<file path="src/hw/audio_pkg.sv">
`default_nettype none

// sample formats shared by every audio port of the mixer
package audio_pkg;

	// stereo FM sample as it leaves the chip's multiplexed DAC path
	localparam int fm_width = 9;

	// mixed output, wide enough for the 1.28 MHz stream
	localparam int out_width = 12;

	// PSG level is unsigned, only the top fm_width bits get filtered
	localparam int psg_width = 12;

	// volume is a 3-bit shift code, 7 is full scale
	localparam int vol_width = 3;

	typedef logic signed [fm_width-1:0] fm_sample_t;

	typedef logic signed [out_width-1:0] mix_sample_t;

	typedef logic [vol_width-1:0] vol_t;

endpackage

`default_nettype wire

</file>
<file path="src/hw/filter_pkg.sv">
`default_nettype none

// interpolation chain constants
package filter_pkg;

	// 54 kHz -> 321 kHz through the polyphase FIR
	localparam int interp_fir = 6;

	// 321 kHz -> 1.28 MHz through the linear stage
	localparam int interp_lin = 4;

	localparam int fir_taps_per_phase = 4;

	// Q9 coefficients, 512 is unity
	localparam int coef_width = 10;

	// clocks between two FIR outputs, the linear stage needs 2 per step
	localparam int fir_slot_cycles = 8;

	// one row per phase, tap 0 multiplies the newest sample
	// every row sums to 512 so DC passes unchanged
	localparam logic signed [coef_width-1:0] fir_coef [interp_fir*fir_taps_per_phase] = '{
		// phase 0, nearly on the newest sample
		-10, 480, 46, -4,
		-24, 440, 110, -14,
		-32, 380, 186, -22,
		// phases 3..5 mirror 2..0
		-22, 186, 380, -32,
		-14, 110, 440, -24,
		-4, 46, 480, -10
	};

	// MAC sequencing of the shared multiplier pair
	typedef enum logic [1:0] {
		fir_idle,
		fir_mac,
		fir_emit
	} fir_state_t;

endpackage

`default_nettype wire

</file>
<file path="src/hw/fir_interp6.sv">
`default_nettype none

module fir_interp6
	import audio_pkg::*, filter_pkg::*;
#(
	parameter int out_w = out_width,
	parameter int slot_cycles = fir_slot_cycles
) (
	input wire logic clk,
	input wire logic rst,
	input wire logic sample_in,
	input wire fm_sample_t left_in,
	input wire fm_sample_t right_in,
	output logic signed [out_w-1:0] left_out,
	output logic signed [out_w-1:0] right_out,
	output logic sample_out
);

	localparam int taps = fir_taps_per_phase;
	// Q9 back to integer
	localparam int frac = coef_width - 1;
	localparam int prod_w = out_w + coef_width;
	localparam int acc_w = prod_w + $clog2(taps);
	localparam int widen = out_w - fm_width;
	localparam int sat_hi = 2**(out_w-1) - 1;
	localparam int sat_lo = -(2**(out_w-1));

	fir_state_t state;
	logic busy;
	logic [$clog2(slot_cycles)-1:0] slot_cnt;
	logic [$clog2(interp_fir)-1:0] phase;
	logic [$clog2(taps)-1:0] tap;

	// sample history, element 0 is the newest
	logic signed [out_w-1:0] hist_l [taps];
	logic signed [out_w-1:0] hist_r [taps];

	logic signed [coef_width-1:0] coef;
	logic signed [prod_w-1:0] prod_l;
	logic signed [prod_w-1:0] prod_r;
	logic signed [acc_w-1:0] acc_l;
	logic signed [acc_w-1:0] acc_r;
	logic signed [acc_w-1:0] acc_next_l;
	logic signed [acc_w-1:0] acc_next_r;

	// clamp a scaled accumulator into the output range
	function automatic logic signed [out_w-1:0] clip(input logic signed [acc_w-1:0] v);
		if (v > sat_hi)
			return out_w'(sat_hi);
		else if (v < sat_lo)
			return out_w'(sat_lo);
		else
			return v[out_w-1:0];
	endfunction

	// row = phase, column = tap
	assign coef = fir_coef[phase * taps + tap];

	// one coefficient feeds both channels in the same cycle
	assign prod_l = coef * hist_l[tap];
	assign prod_r = coef * hist_r[tap];

	// tap 0 starts a fresh sum, no separate clear cycle
	assign acc_next_l = (tap == '0) ? acc_w'(prod_l) : acc_l + prod_l;
	assign acc_next_r = (tap == '0) ? acc_w'(prod_r) : acc_r + prod_r;

	// data is already registered when emit is reached
	assign sample_out = (state == fir_emit);

	// slot timing: mac at 0..3, emit at 4, idle 5..7 of each 8-cycle slot
	always_ff @(posedge clk or posedge rst) begin
		if (rst) begin
			state <= fir_idle;
			busy <= 1'b0;
			slot_cnt <= '0;
			phase <= '0;
			tap <= '0;
		end else if (sample_in) begin
			// new input restarts the phase sweep
			state <= fir_mac;
			busy <= 1'b1;
			slot_cnt <= '0;
			phase <= '0;
			tap <= '0;
		end else begin
			if (busy)
				slot_cnt <= (slot_cnt == slot_cycles - 1) ? '0 : slot_cnt + 1'b1;
			case (state)
				fir_mac: begin
					// tap wraps back to 0 on the last product
					tap <= tap + 1'b1;
					if (tap == taps - 1)
						state <= fir_emit;
				end
				fir_emit: begin
					state <= fir_idle;
					if (phase == interp_fir - 1)
						busy <= 1'b0;
					else
						phase <= phase + 1'b1;
				end
				default: begin
					// wait out the rest of the slot
					if (busy && slot_cnt == slot_cycles - 1)
						state <= fir_mac;
				end
			endcase
		end
	end

	// history and accumulators
	always_ff @(posedge clk) begin
		if (sample_in) begin
			// gain of 8 by widening to out_w
			hist_l[0] <= {left_in, {widen{1'b0}}};
			hist_r[0] <= {right_in, {widen{1'b0}}};
			for (int i = 1; i < taps; i++) begin
				hist_l[i] <= hist_l[i-1];
				hist_r[i] <= hist_r[i-1];
			end
		end
		if (state == fir_mac) begin
			acc_l <= acc_next_l;
			acc_r <= acc_next_r;
			// output held until the next phase completes
			if (tap == taps - 1) begin
				left_out <= clip(acc_next_l >>> frac);
				right_out <= clip(acc_next_r >>> frac);
			end
		end
	end

endmodule

`default_nettype wire

</file>
<file path="src/hw/linear_interp4.sv">
`default_nettype none

module linear_interp4
	import audio_pkg::*, filter_pkg::*;
#(
	parameter int out_w = out_width
) (
	input wire logic clk,
	input wire logic rst,
	input wire logic sample_in,
	input wire logic signed [out_w-1:0] left_in,
	input wire logic signed [out_w-1:0] right_in,
	input wire logic signed [out_w-1:0] left_other,
	input wire logic signed [out_w-1:0] right_other,
	output logic signed [out_w-1:0] left_out,
	output logic signed [out_w-1:0] right_out,
	output logic sample_out
);

	localparam int step_w = $clog2(interp_lin);
	localparam int sum_w = out_w + step_w + 2;
	localparam int sat_hi = 2**(out_w-1) - 1;
	localparam int sat_lo = -(2**(out_w-1));

	logic [step_w-1:0] step;
	logic toggle;
	logic [step_w-1:0] j;

	logic signed [out_w-1:0] prev_l;
	logic signed [out_w-1:0] prev_r;
	logic signed [out_w-1:0] cur_l;
	logic signed [out_w-1:0] cur_r;
	logic signed [out_w:0] diff_l;
	logic signed [out_w:0] diff_r;
	logic signed [out_w-1:0] base_l;
	logic signed [out_w-1:0] base_r;
	logic signed [out_w+step_w:0] ramp_l;
	logic signed [out_w+step_w:0] ramp_r;
	logic signed [sum_w-1:0] sum_l;
	logic signed [sum_w-1:0] sum_r;

	function automatic logic signed [out_w-1:0] clip(input logic signed [sum_w-1:0] v);
		if (v > sat_hi)
			return out_w'(sat_hi);
		else if (v < sat_lo)
			return out_w'(sat_lo);
		else
			return v[out_w-1:0];
	endfunction

	// step 1..3 pending, one output every other cycle
	always_ff @(posedge clk or posedge rst) begin
		if (rst) begin
			step <= '0;
			toggle <= 1'b0;
		end else if (sample_in) begin
			step <= step_w'(1);
			toggle <= 1'b0;
		end else if (step != '0) begin
			toggle <= ~toggle;
			// wraps to 0 after the last quarter step
			if (toggle)
				step <= step + 1'b1;
		end
	end

	// difference is taken once, on arrival
	always_ff @(posedge clk) begin
		if (sample_in) begin
			prev_l <= cur_l;
			prev_r <= cur_r;
			cur_l <= left_in;
			cur_r <= right_in;
			diff_l <= left_in - cur_l;
			diff_r <= right_in - cur_r;
		end
	end

	// first output goes out with the input strobe itself
	assign sample_out = sample_in | (step != '0 && toggle);
	assign j = sample_in ? '0 : step;

	// on the strobe cycle prev is not yet updated, cur still holds it
	assign base_l = sample_in ? cur_l : prev_l;
	assign base_r = sample_in ? cur_r : prev_r;

	assign ramp_l = $signed({1'b0, j}) * diff_l;
	assign ramp_r = $signed({1'b0, j}) * diff_r;

	// quarter steps by arithmetic shift, then mix in the other source
	assign sum_l = base_l + (ramp_l >>> step_w) + left_other;
	assign sum_r = base_r + (ramp_r >>> step_w) + right_other;

	assign left_out = clip(sum_l);
	assign right_out = clip(sum_r);

endmodule

`default_nettype wire

</file>
<file path="src/hw/audio_mixer.sv">
`default_nettype none

module audio_mixer
	import audio_pkg::*, filter_pkg::*;
(
	input wire logic clk,
	input wire logic rst,
	input wire logic sample,
	input wire vol_t volume,
	input wire fm_sample_t left_in,
	input wire fm_sample_t right_in,
	input wire logic [psg_width-1:0] psg,
	input wire logic enable_fm,
	input wire logic enable_psg,
	output mix_sample_t left_out,
	output mix_sample_t right_out,
	output logic sample_out
);

	localparam int out_w = out_width;
	localparam int slot_cycles = fir_slot_cycles;

	logic [2:0] rst_sync;
	logic rst_int;

	fm_sample_t fm_left;
	fm_sample_t fm_right;
	logic [psg_width-1:0] psg_gated;
	fm_sample_t psg_in;

	logic signed [out_w-1:0] fir_left;
	logic signed [out_w-1:0] fir_right;
	logic fir_strobe;
	logic signed [out_w-1:0] psg_fir;
	logic signed [out_w-1:0] psg_att;
	logic signed [out_w-1:0] mix_left;
	logic signed [out_w-1:0] mix_right;
	logic mix_strobe;

	// local reset, set at once, cleared on the third edge
	always_ff @(posedge clk or posedge rst) begin
		if (rst)
			rst_sync <= '1;
		else
			rst_sync <= {rst_sync[1:0], 1'b0};
	end

	assign rst_int = rst_sync[2];

	// source enables
	assign fm_left = enable_fm ? left_in : '0;
	assign fm_right = enable_fm ? right_in : '0;
	assign psg_gated = enable_psg ? psg : '0;

	// only the PSG MSBs fit the FIR input
	assign psg_in = psg_gated[psg_width-1 -: fm_width];

	fir_interp6 #(
		.out_w(out_w),
		.slot_cycles(slot_cycles)
	) u_fir6 (
		.clk(clk),
		.rst(rst_int),
		.sample_in(sample),
		.left_in(fm_left),
		.right_in(fm_right),
		.left_out(fir_left),
		.right_out(fir_right),
		.sample_out(fir_strobe)
	);

	// mono, right half idles on zero
	fir_interp6 #(
		.out_w(out_w),
		.slot_cycles(slot_cycles)
	) u_fir6_psg (
		.clk(clk),
		.rst(rst_int),
		.sample_in(sample),
		.left_in(psg_in),
		.right_in('0),
		.left_out(psg_fir),
		.right_out(),
		.sample_out()
	);

	// PSG sits 12 dB below FM
	assign psg_att = psg_fir >>> 2;

	linear_interp4 #(
		.out_w(out_w)
	) u_interp (
		.clk(clk),
		.rst(rst_int),
		.sample_in(fir_strobe),
		.left_in(fir_left),
		.right_in(fir_right),
		.left_other(psg_att),
		.right_other(psg_att),
		.left_out(mix_left),
		.right_out(mix_right),
		.sample_out(mix_strobe)
	);

	// volume: volume 7 passes, each step below halves
	always_ff @(posedge clk or posedge rst_int) begin
		if (rst_int) begin
			sample_out <= 1'b0;
			left_out <= '0;
			right_out <= '0;
		end else begin
			sample_out <= mix_strobe;
			if (mix_strobe) begin
				left_out <= mix_left >>> (3'd7 - volume);
				right_out <= mix_right >>> (3'd7 - volume);
			end
		end
	end

endmodule

`default_nettype wire

</file>
<file path="config.mk">
export PLATFORM = sky130hd
export DESIGN_NAME = audio_mixer
export DESIGN_NICKNAME = d
export VERILOG_FILES = /design/src/hw/audio_pkg.sv /design/src/hw/filter_pkg.sv /design/src/hw/fir_interp6.sv /design/src/hw/linear_interp4.sv /design/src/hw/audio_mixer.sv
export SDC_FILE = /design/constraint.sdc
export NUM_CORES = 2
export LEC_CHECK = 0
export BUFFER_PORTS_ARGS = -buffer_cell sky130_fd_sc_hd__buf_2
export CAP_MARGIN = 20
export CORE_ASPECT_RATIO = 1.25
export CORE_MARGIN = 2
export CORE_UTILIZATION = 40
export DETAILED_ROUTE_END_ITERATION = 7
export RECOVER_POWER = 100
export SLEW_MARGIN = 20
export SYNTH_ARGS = -nofsm -noshare
export SYNTH_HDL_FRONTEND = slang
export SYNTH_SLANG_ARGS = --single-unit
</file>
<file path="constraint.sdc">
create_clock -name clk -period 2.6 [get_ports clk]
set_input_delay 0 -clock clk [delete_from_list [all_inputs] [get_ports clk]]
set_output_delay 0 -clock clk [all_outputs]
set_load 0.02 [all_outputs]
</file>
After elaboration in Yosys (flattened, before gate mapping)
Memories as Yosys holds them, arrays and structs flattened.
Cells that the tools add are included.

word-level totals
  flip-flop bits (word level) = 235
  memory bits (writable) = 144
  memory bits (read-only) = 640
  input bits = 38
  output and inout port bits = 25
  logic and storage cells = 173
  memories kept = 5

memories
  memory             words  bits a word  read ports  clocked after Yosys merged registers in  write ports  RTL line           RTL
  (no name shown)    32     10           1           0                                        0            fir_interp6.sv:57  assign coef = fir_coef[phase * taps + tap];
  (no name shown)    32     10           1           0                                        0            fir_interp6.sv:57
  u_fir6.hist_l      4      12           4           0                                        4            fir_interp6.sv:35  logic signed [out_w-1:0] hist_l [taps];
  u_fir6.hist_r      4      12           4           0                                        4            fir_interp6.sv:36  logic signed [out_w-1:0] hist_r [taps];
  u_fir6_psg.hist_l  4      12           4           0                                        4            fir_interp6.sv:35

cells by class
  add/sub/neg operators = 19
  multiply operators = 5
  order comparisons = 12
  equality and inequality tests = 14
  shifts and indexed selects = 2
  mux-type cells = 57
  bitwise logic cells = 4
  reduce and logical (&&, ||, !) cells = 27

operators by type and width
  operator                                                                              count
  12-bit 2-to-1 mux                                                                     10
  24-bit by 22-bit adder with 24-bit output                                             3
  24-bit 2-to-1 mux                                                                     3
  33-bit by 6-bit greater-or-equal comparator with 1-bit output, second input constant  2
  10-bit by 12-bit multiplier with 22-bit output                                        3
  32-bit NOT with 33-bit output                                                         2
  15-bit by 12-bit > comparator with 1-bit output, second input constant                3
  15-bit by 12-bit < comparator with 1-bit output, second input constant                3
  10-bit 2-to-1 mux                                                                     4
  3-bit 2-to-1 mux                                                                      12
  16-bit by 12-bit > comparator with 1-bit output, second input constant                2
  16-bit by 12-bit < comparator with 1-bit output, second input constant                2
  14-bit by 10-bit adder with 15-bit output                                             2
  3-bit by 13-bit multiplier with 15-bit output                                         2
  12-bit by 13-bit adder with 14-bit output                                             2
  2-bit 2-to-1 mux                                                                      14
  12-bit by 12-bit subtractor with 13-bit output                                        2
  12-bit by 3-bit >>> shifter with 12-bit output                                        2
  2-bit nonzero test                                                                    11
  9-bit 2-to-1 mux                                                                      2
  2-bit AND reduction                                                                   9
  3-bit by 1-bit adder with 3-bit output, second input constant                         4
  5-bit by 2-bit adder with 6-bit output                                                2
  3-bit == test, second input constant                                                  4
  13 further kinds                                                                      35

Logic depth before layout (Yosys ltp)
  word-level depth = 10
  depth in mapped cells = 40
  mapped depth without buffers = 35

Cells and area by module
Synthesis repeated with hierarchy kept, for this count alone.

unflattened totals
  cell total of the unflattened synthesis = 3622
  area total of the unflattened synthesis = 37840.0 µm²

modules (own cells, without submodules)
  module                     times used  cells an instance  area each (µm²)  seq. area each (µm²)
  fir_interp6 at u_fir6      1           1317               14281.2          4359.2
  fir_interp6 at u_fir6_psg  1           1319               14093.5          4359.2
  linear_interp4             1           787                7444.6           2057.0
  audio_mixer                1           199                2020.7           704.4

Worst setup path before layout
Ideal clock, no wire load.

  kind = register to register
  from = register u_fir6.tap[1]
  to = register u_fir6.left_out[10] (data pin)
  library setup time = 0.262 ns
  arrival time = 8.847 ns
  data required time = 2.338 ns
  slack = -6.509 ns
  cell stages (with the launch flop) = 38
  path buffers = 8
  clock period less this slack = 9.109 ns
  cells stage by stage = dfrtp_1 buf_1 clkbuf_1 clkbuf_1 inv_1 ha_1 clkbuf_1 clkbuf_1 a21oi_1 clkbuf_1 nand2_1 fa_1 inv_1 fa_1 inv_1 fa_1 inv_1 fa_1 [... 2 more ...] fa_1 nor2b_1 o21ai_0 a21oi_1 nor2_1 xor2_1 inv_1 ha_1 clkbuf_1 and3_1 nand3_1 o21bai_1 a211oi_2 or4_1 a21oi_2 xor2_1 buf_2 o2bb2ai_1

on the way
  word-level cells in the longest chain between the ends = 10
  elaborated cells between the ends (all ways) = 13
  those cells by class = add/sub (2); mul (1); order compare (2); mux (4); bitwise (1); reduce/logical (1); memory (2)

RTL lines
  what                                                  RTL line            RTL
  from (decl)                                           fir_interp6.sv:32   logic [$clog2(taps)-1:0] tap;
  from (signal assigned)                                fir_interp6.sv:91   tap <= tap + 1'b1;
  5-bit by 2-bit adder with 6-bit output                fir_interp6.sv:57
  32-bit NOT with 33-bit output (not written as such)   fir_interp6.sv:57
  memory read 32 x 10 bit                               --
  10-bit 2-to-1 mux (not written as such) (2 in a row)  fir_interp6.sv:57
  10-bit by 12-bit multiplier with 22-bit output        fir_interp6.sv:60   assign prod_l = coef * hist_l[tap];
  24-bit by 22-bit adder with 24-bit output             fir_interp6.sv:64   assign acc_next_l = (tap == '0) ? acc_w'(prod_l) : acc_l + prod_l;
  24-bit 2-to-1 mux *                                   fir_interp6.sv:64
  net u_fir6.acc_next_l[23]                             fir_interp6.sv:43   logic signed [acc_w-1:0] acc_next_l;
  15-bit by 12-bit < comparator with 1-bit output       fir_interp6.sv:50   else if (v < sat_lo)
  12-bit 2-to-1 mux                                     fir_interp6.sv:50
  to (signal assigned)                                  fir_interp6.sv:127  left_out <= clip(acc_next_l >>> frac);
  to (decl)                                             fir_interp6.sv:14   output logic signed [out_w-1:0] left_out,

Mark *: on every way through the listed nets, which the timed path passes. The rest lies on a longest branch. The select of a mux whose other input is x is not followed.
A chain may end at the register's enable or synchronous reset.

Worst setup path after layout
  from = register u_fir6_psg.tap[0]
  to = register u_fir6_psg.left_out[9] (data pin)

on the way
  word-level cells in the longest chain between the ends = 10
  elaborated cells between the ends (all ways) = 13
  those cells by class = add/sub (2); mul (1); order compare (2); mux (4); bitwise (1); reduce/logical (1); memory (2)

RTL lines
  what                                                  RTL line
  from (decl)                                           fir_interp6.sv:32
  from (signal assigned)                                fir_interp6.sv:91
  5-bit by 2-bit adder with 6-bit output                fir_interp6.sv:57
  32-bit NOT with 33-bit output (not written as such)   fir_interp6.sv:57
  memory read 32 x 10 bit                               --
  10-bit 2-to-1 mux (not written as such) (2 in a row)  fir_interp6.sv:57
  10-bit by 12-bit multiplier with 22-bit output        fir_interp6.sv:60
  24-bit by 22-bit adder with 24-bit output             fir_interp6.sv:64
  24-bit 2-to-1 mux *                                   fir_interp6.sv:64
  15-bit by 12-bit < comparator with 1-bit output       fir_interp6.sv:50
  12-bit 2-to-1 mux                                     fir_interp6.sv:50
  to (signal assigned)                                  fir_interp6.sv:127
  to (decl)                                             fir_interp6.sv:14

Every way passes the cells marked *; elsewhere a longest branch is shown, timed or not. The select of a mux whose other input is x is not followed.

==> impl_metrics.yaml <==
critical_path:
  timing.critical_path.slowest_stage_cell: "sky130_fd_sc_hd__fa_1"
  criticalPathCategory: "reg2reg"
  worstSetupPathDepth: 37
  critical_path_peak_fanout: 5
  worst_setup_path_end_kind: "flop"
  crit_family: "adder cells"
  timing.critical_path.from_type: "flop"
  worst_r2r_path_depth: 37
  worstReg2RegEnd: "u_fir6_psg.left_out[9]"
  crit_arrival_ps: 7970
  reg2reg_slack_ps: -5060
  critical_path.reg2reg.startpoint: "u_fir6_psg.tap[0]"
  combined_buffer_and_inverter_count_along_the_critical_path: 9
  setup.worst_path.start: "u_fir6_psg.tap[0]"
  critical_path.endpoint: "u_fir6_psg.left_out[9]"
  timing.critical_path.slowest_cell_delay_ps: 580
  crit_path_required_time_ps: 2910
logic_synthesis:
  postSynth.topFlopCell: "sky130_fd_sc_hd__edfxtp_1"
  synth.yosys.warnings: 0
  mappedNetlistNets: 3613
  synth_edf_count: 252
  syn_area_per_cell_sq_um: 10.1
  ys_async_sr_fraction_pct: 16.1
  yosysUniqueCellTypes: 89
  synthesis.instances: 3022
  ys_seq_area_share_pct: 30.8
  syn-cell-area_sq_mm: 0.0305
  ys_ff_latch: 329
cts:
  cts_buffer_depth: 3
  tritoncts: "yes"
  cts_root_buf: "sky130_fd_sc_hd__clkbuf_16"
  clock_latency_ps: 580
  cts_max_level: 2
  cts.clk_slew.worst_paths_ps: 60
  clock_sink_total: 329
  cts_buffers: 39
floorplanning:
  floorplan.die_area_sq_mm: 0.0784
  starting_density_of_the_core_pct: 40.3
  core_region_area_sq_mm: 0.0756
  top_level_ports: 63
  die-height_um: 313
  die_x_um: 251
  row_count: 113
global_routing:
  globalRouteOverflowTotal: 0
  grt.met1_usage_pct: 21.9
  use_met3_pct: 1.92
  antenna_violations_before_repair: 0
  gr-usage-all-layers_pct: 18.7
  first_global_vias: 25473
  globalRoute.busiestLayer: "met2"
  grt_max_degree: 53
  wire_length_of_the_first_global_routing_pass_um: 121000
  grt.met2_usage_pct: 35.2
routing:
  finalWirelength_um: 73800
  drc_errors: 0
  drt-initial-drc-count: 948
  ant_nets: 0
  drt-vias-per-instance: 4.97
  route.vias.total: 24187
  per_cell_routed_wire_length_um: 15.2
  detailedRoute.firstPassIterationCount: 5
cells_and_area:
  final_cell_area_sq_mm: 0.0438
  design.final.nets: 4451
  instances_no_fill: 4868
  antenna_cells: 0
  drive_above_1_share_pct: 38.6
  areaGrowthSynthToFinish_pct: 43.9
hold_path:
  worst_hold_path.num_cells: 4
  hold_wc_path_type: "in2reg"
sta:
  finalSetupViolations: 139
  grt_setup_unrepaired: "yes"
  max_freq_mhz: 131
  post-route-min-period_ps: 7660
  clock_skew_ps: 27.6
  fin_setup_tns_ps: -432260
  timing.max_slew.rel_slack_pct: -46.9
  fin_crit_sh_pct: 295
  tightest_slew_ps: 2200
  hold_viol: 0
  final-max-slew-violation-count: 44
  worst_slack_ps: -5060
place:
  post_placement_cell_area_sq_mm: 0.0378
  placement.setup.worst_slack_ps: -5190
  placed_cells: 4598
  io_buffer_count: 59
  routabilityCongestion: 0.853
  dp.final_hpwl_um: 53800
run_status:
  violations: "capacitance limit, slew limit, setup timing"
  run_status: "finished, violations left"
job:
  cap_violations: 1
==> routing by layer <==
metal	part of all wire [%]	routed length [um]
met2	53	39100
met3	2.3	1730
met1	41	30600
met5	0	0
met4	3.2	2350
==> through the flow <==
step,hold WS (ps),utilization (%)
finish,64.8,58.0
global route,73.8,58.0
CTS,17.8,55.7
detailed placement,83.6,49.9
global placement,72.1,49.9
floorplan,-66.7,-
==> cells by family after synthesis <==
logic type               after synthesis  synth area share [%]
adder cells (fa/ha/maj)              553                  28.9
AO/OA/AOI/OAI                        577                  12.5
other                                  1                0.0123
AND/OR/NAND/NOR                      749                  11.7
flip-flops                           329                  30.8
multiplexers                         115                  4.81
XOR/XNOR                             159                  4.60
buffers and inverters                539                  6.70
==> flip-flops by register name, summed over array words and instances, names as in the netlist, 10 cells and up <==
signal,count
u_interp.prev_l,12
u_fir6_psg.left_out,10
u_fir6.acc_l,20
u_fir6.hist_l,36
u_interp.cur_r,12
u_interp.cur_l,12
u_interp.diff_r,13
u_fir6.right_out,12
u_fir6_psg.hist_l,36
u_fir6.left_out,12
u_fir6_psg.acc_l,20
u_fir6.hist_r,36
u_interp.prev_r,12
left_out,12
u_fir6.acc_r,20
right_out,12
u_interp.diff_l,13
==> timing repair <==
action | CTS | global route
buffers inserted | 85 | 54
hold buffers | 57 | 0
resized for setup | 378 | 302
endpoints found under the hold margin | 71 | 0
cloned | 11 | 0
pin swaps | 216 | 224
setup endpoints to repair | 121 | 129
==> how the worst min path moves through the flow <==
stage                          from           to  slack [ps]
after global placement          rst  rst_sync[2]          70
after CTS                       rst  rst_sync[1]          20
after floorplan                 rst  rst_sync[0]         -70
final                     volume[1]  left_out[5]          60
after global routing            rst  rst_sync[2]          70
after detailed placement        rst  rst_sync[2]          80
==> final cells by class <==
type	instances	area, sq um
Fill cell	6234	31800
Tap cell	977	1220
Inverter	459	1740
Clock buffer	45	1030
Clock inverter	27	208
Sequential cell	329	9380
Timing Repair Buffer	874	7040
Multi-Input combinational cell	2157	23200
==> placed cells by master, fill, tap and decap left out, drive strengths merged, types with 28 or more instances in the layout <==
master | synthesis | final
xor2 | 51 | 51
xnor2 | 108 | 108
o21a | 39 | 39
clkbuf | 61 | 102
inv | 457 | 462
dlygate4sd3 | 0 | 57
mux2i | 70 | 70
nor2b | 30 | 30
nor3 | 37 | 37
a21oi | 143 | 143
a21o | 38 | 38
edfxtp | 252 | 252
fa | 251 | 251
a211oi | 31 | 31
nor2 | 199 | 199
buf | 19 | 760
dfrtp | 50 | 50
and2 | 137 | 137
ha | 302 | 302
o21ai | 132 | 132
nand2 | 237 | 237
nand3 | 28 | 28
==> synth_stat cells, types with 29 or more instances <==
| master | count | share of area, % |
|---|---|---|
| sky130_fd_sc_hd__nor2b_1 | 30 | 0.62 |
| sky130_fd_sc_hd__o21ai_0 | 128 | 2.1 |
| sky130_fd_sc_hd__o21a_1 | 39 | 0.96 |
| sky130_fd_sc_hd__ha_1 | 302 | 12 |
| sky130_fd_sc_hd__a211oi_1 | 29 | 0.71 |
| sky130_fd_sc_hd__a21oi_1 | 141 | 2.3 |
| sky130_fd_sc_hd__xor2_1 | 51 | 1.5 |
| sky130_fd_sc_hd__dfrtp_1 | 50 | 4.1 |
| sky130_fd_sc_hd__inv_1 | 456 | 5.6 |
| sky130_fd_sc_hd__mux2i_1 | 70 | 2.3 |
| sky130_fd_sc_hd__fa_1 | 251 | 16 |
| sky130_fd_sc_hd__nand2_1 | 237 | 2.9 |
| sky130_fd_sc_hd__clkbuf_1 | 61 | 0.75 |
| sky130_fd_sc_hd__edfxtp_1 | 252 | 25 |
| sky130_fd_sc_hd__a21o_1 | 37 | 0.91 |
| sky130_fd_sc_hd__nor2_1 | 199 | 2.5 |
| sky130_fd_sc_hd__nor3_1 | 36 | 0.59 |
| sky130_fd_sc_hd__xnor2_1 | 107 | 3.1 |
| sky130_fd_sc_hd__and2_1 | 137 | 2.8 |
==> worst min-delay path, cell delays in order <==
cell	delay, ps
sky130_fd_sc_hd__buf_2	110
sky130_fd_sc_hd__buf_4	220
sky130_fd_sc_hd__a21oi_2	160
sky130_fd_sc_hd__a221o_1	100
Power is not shown: default switching activity piles up to over one toggle a cycle in this logic, so the estimate is an artifact.
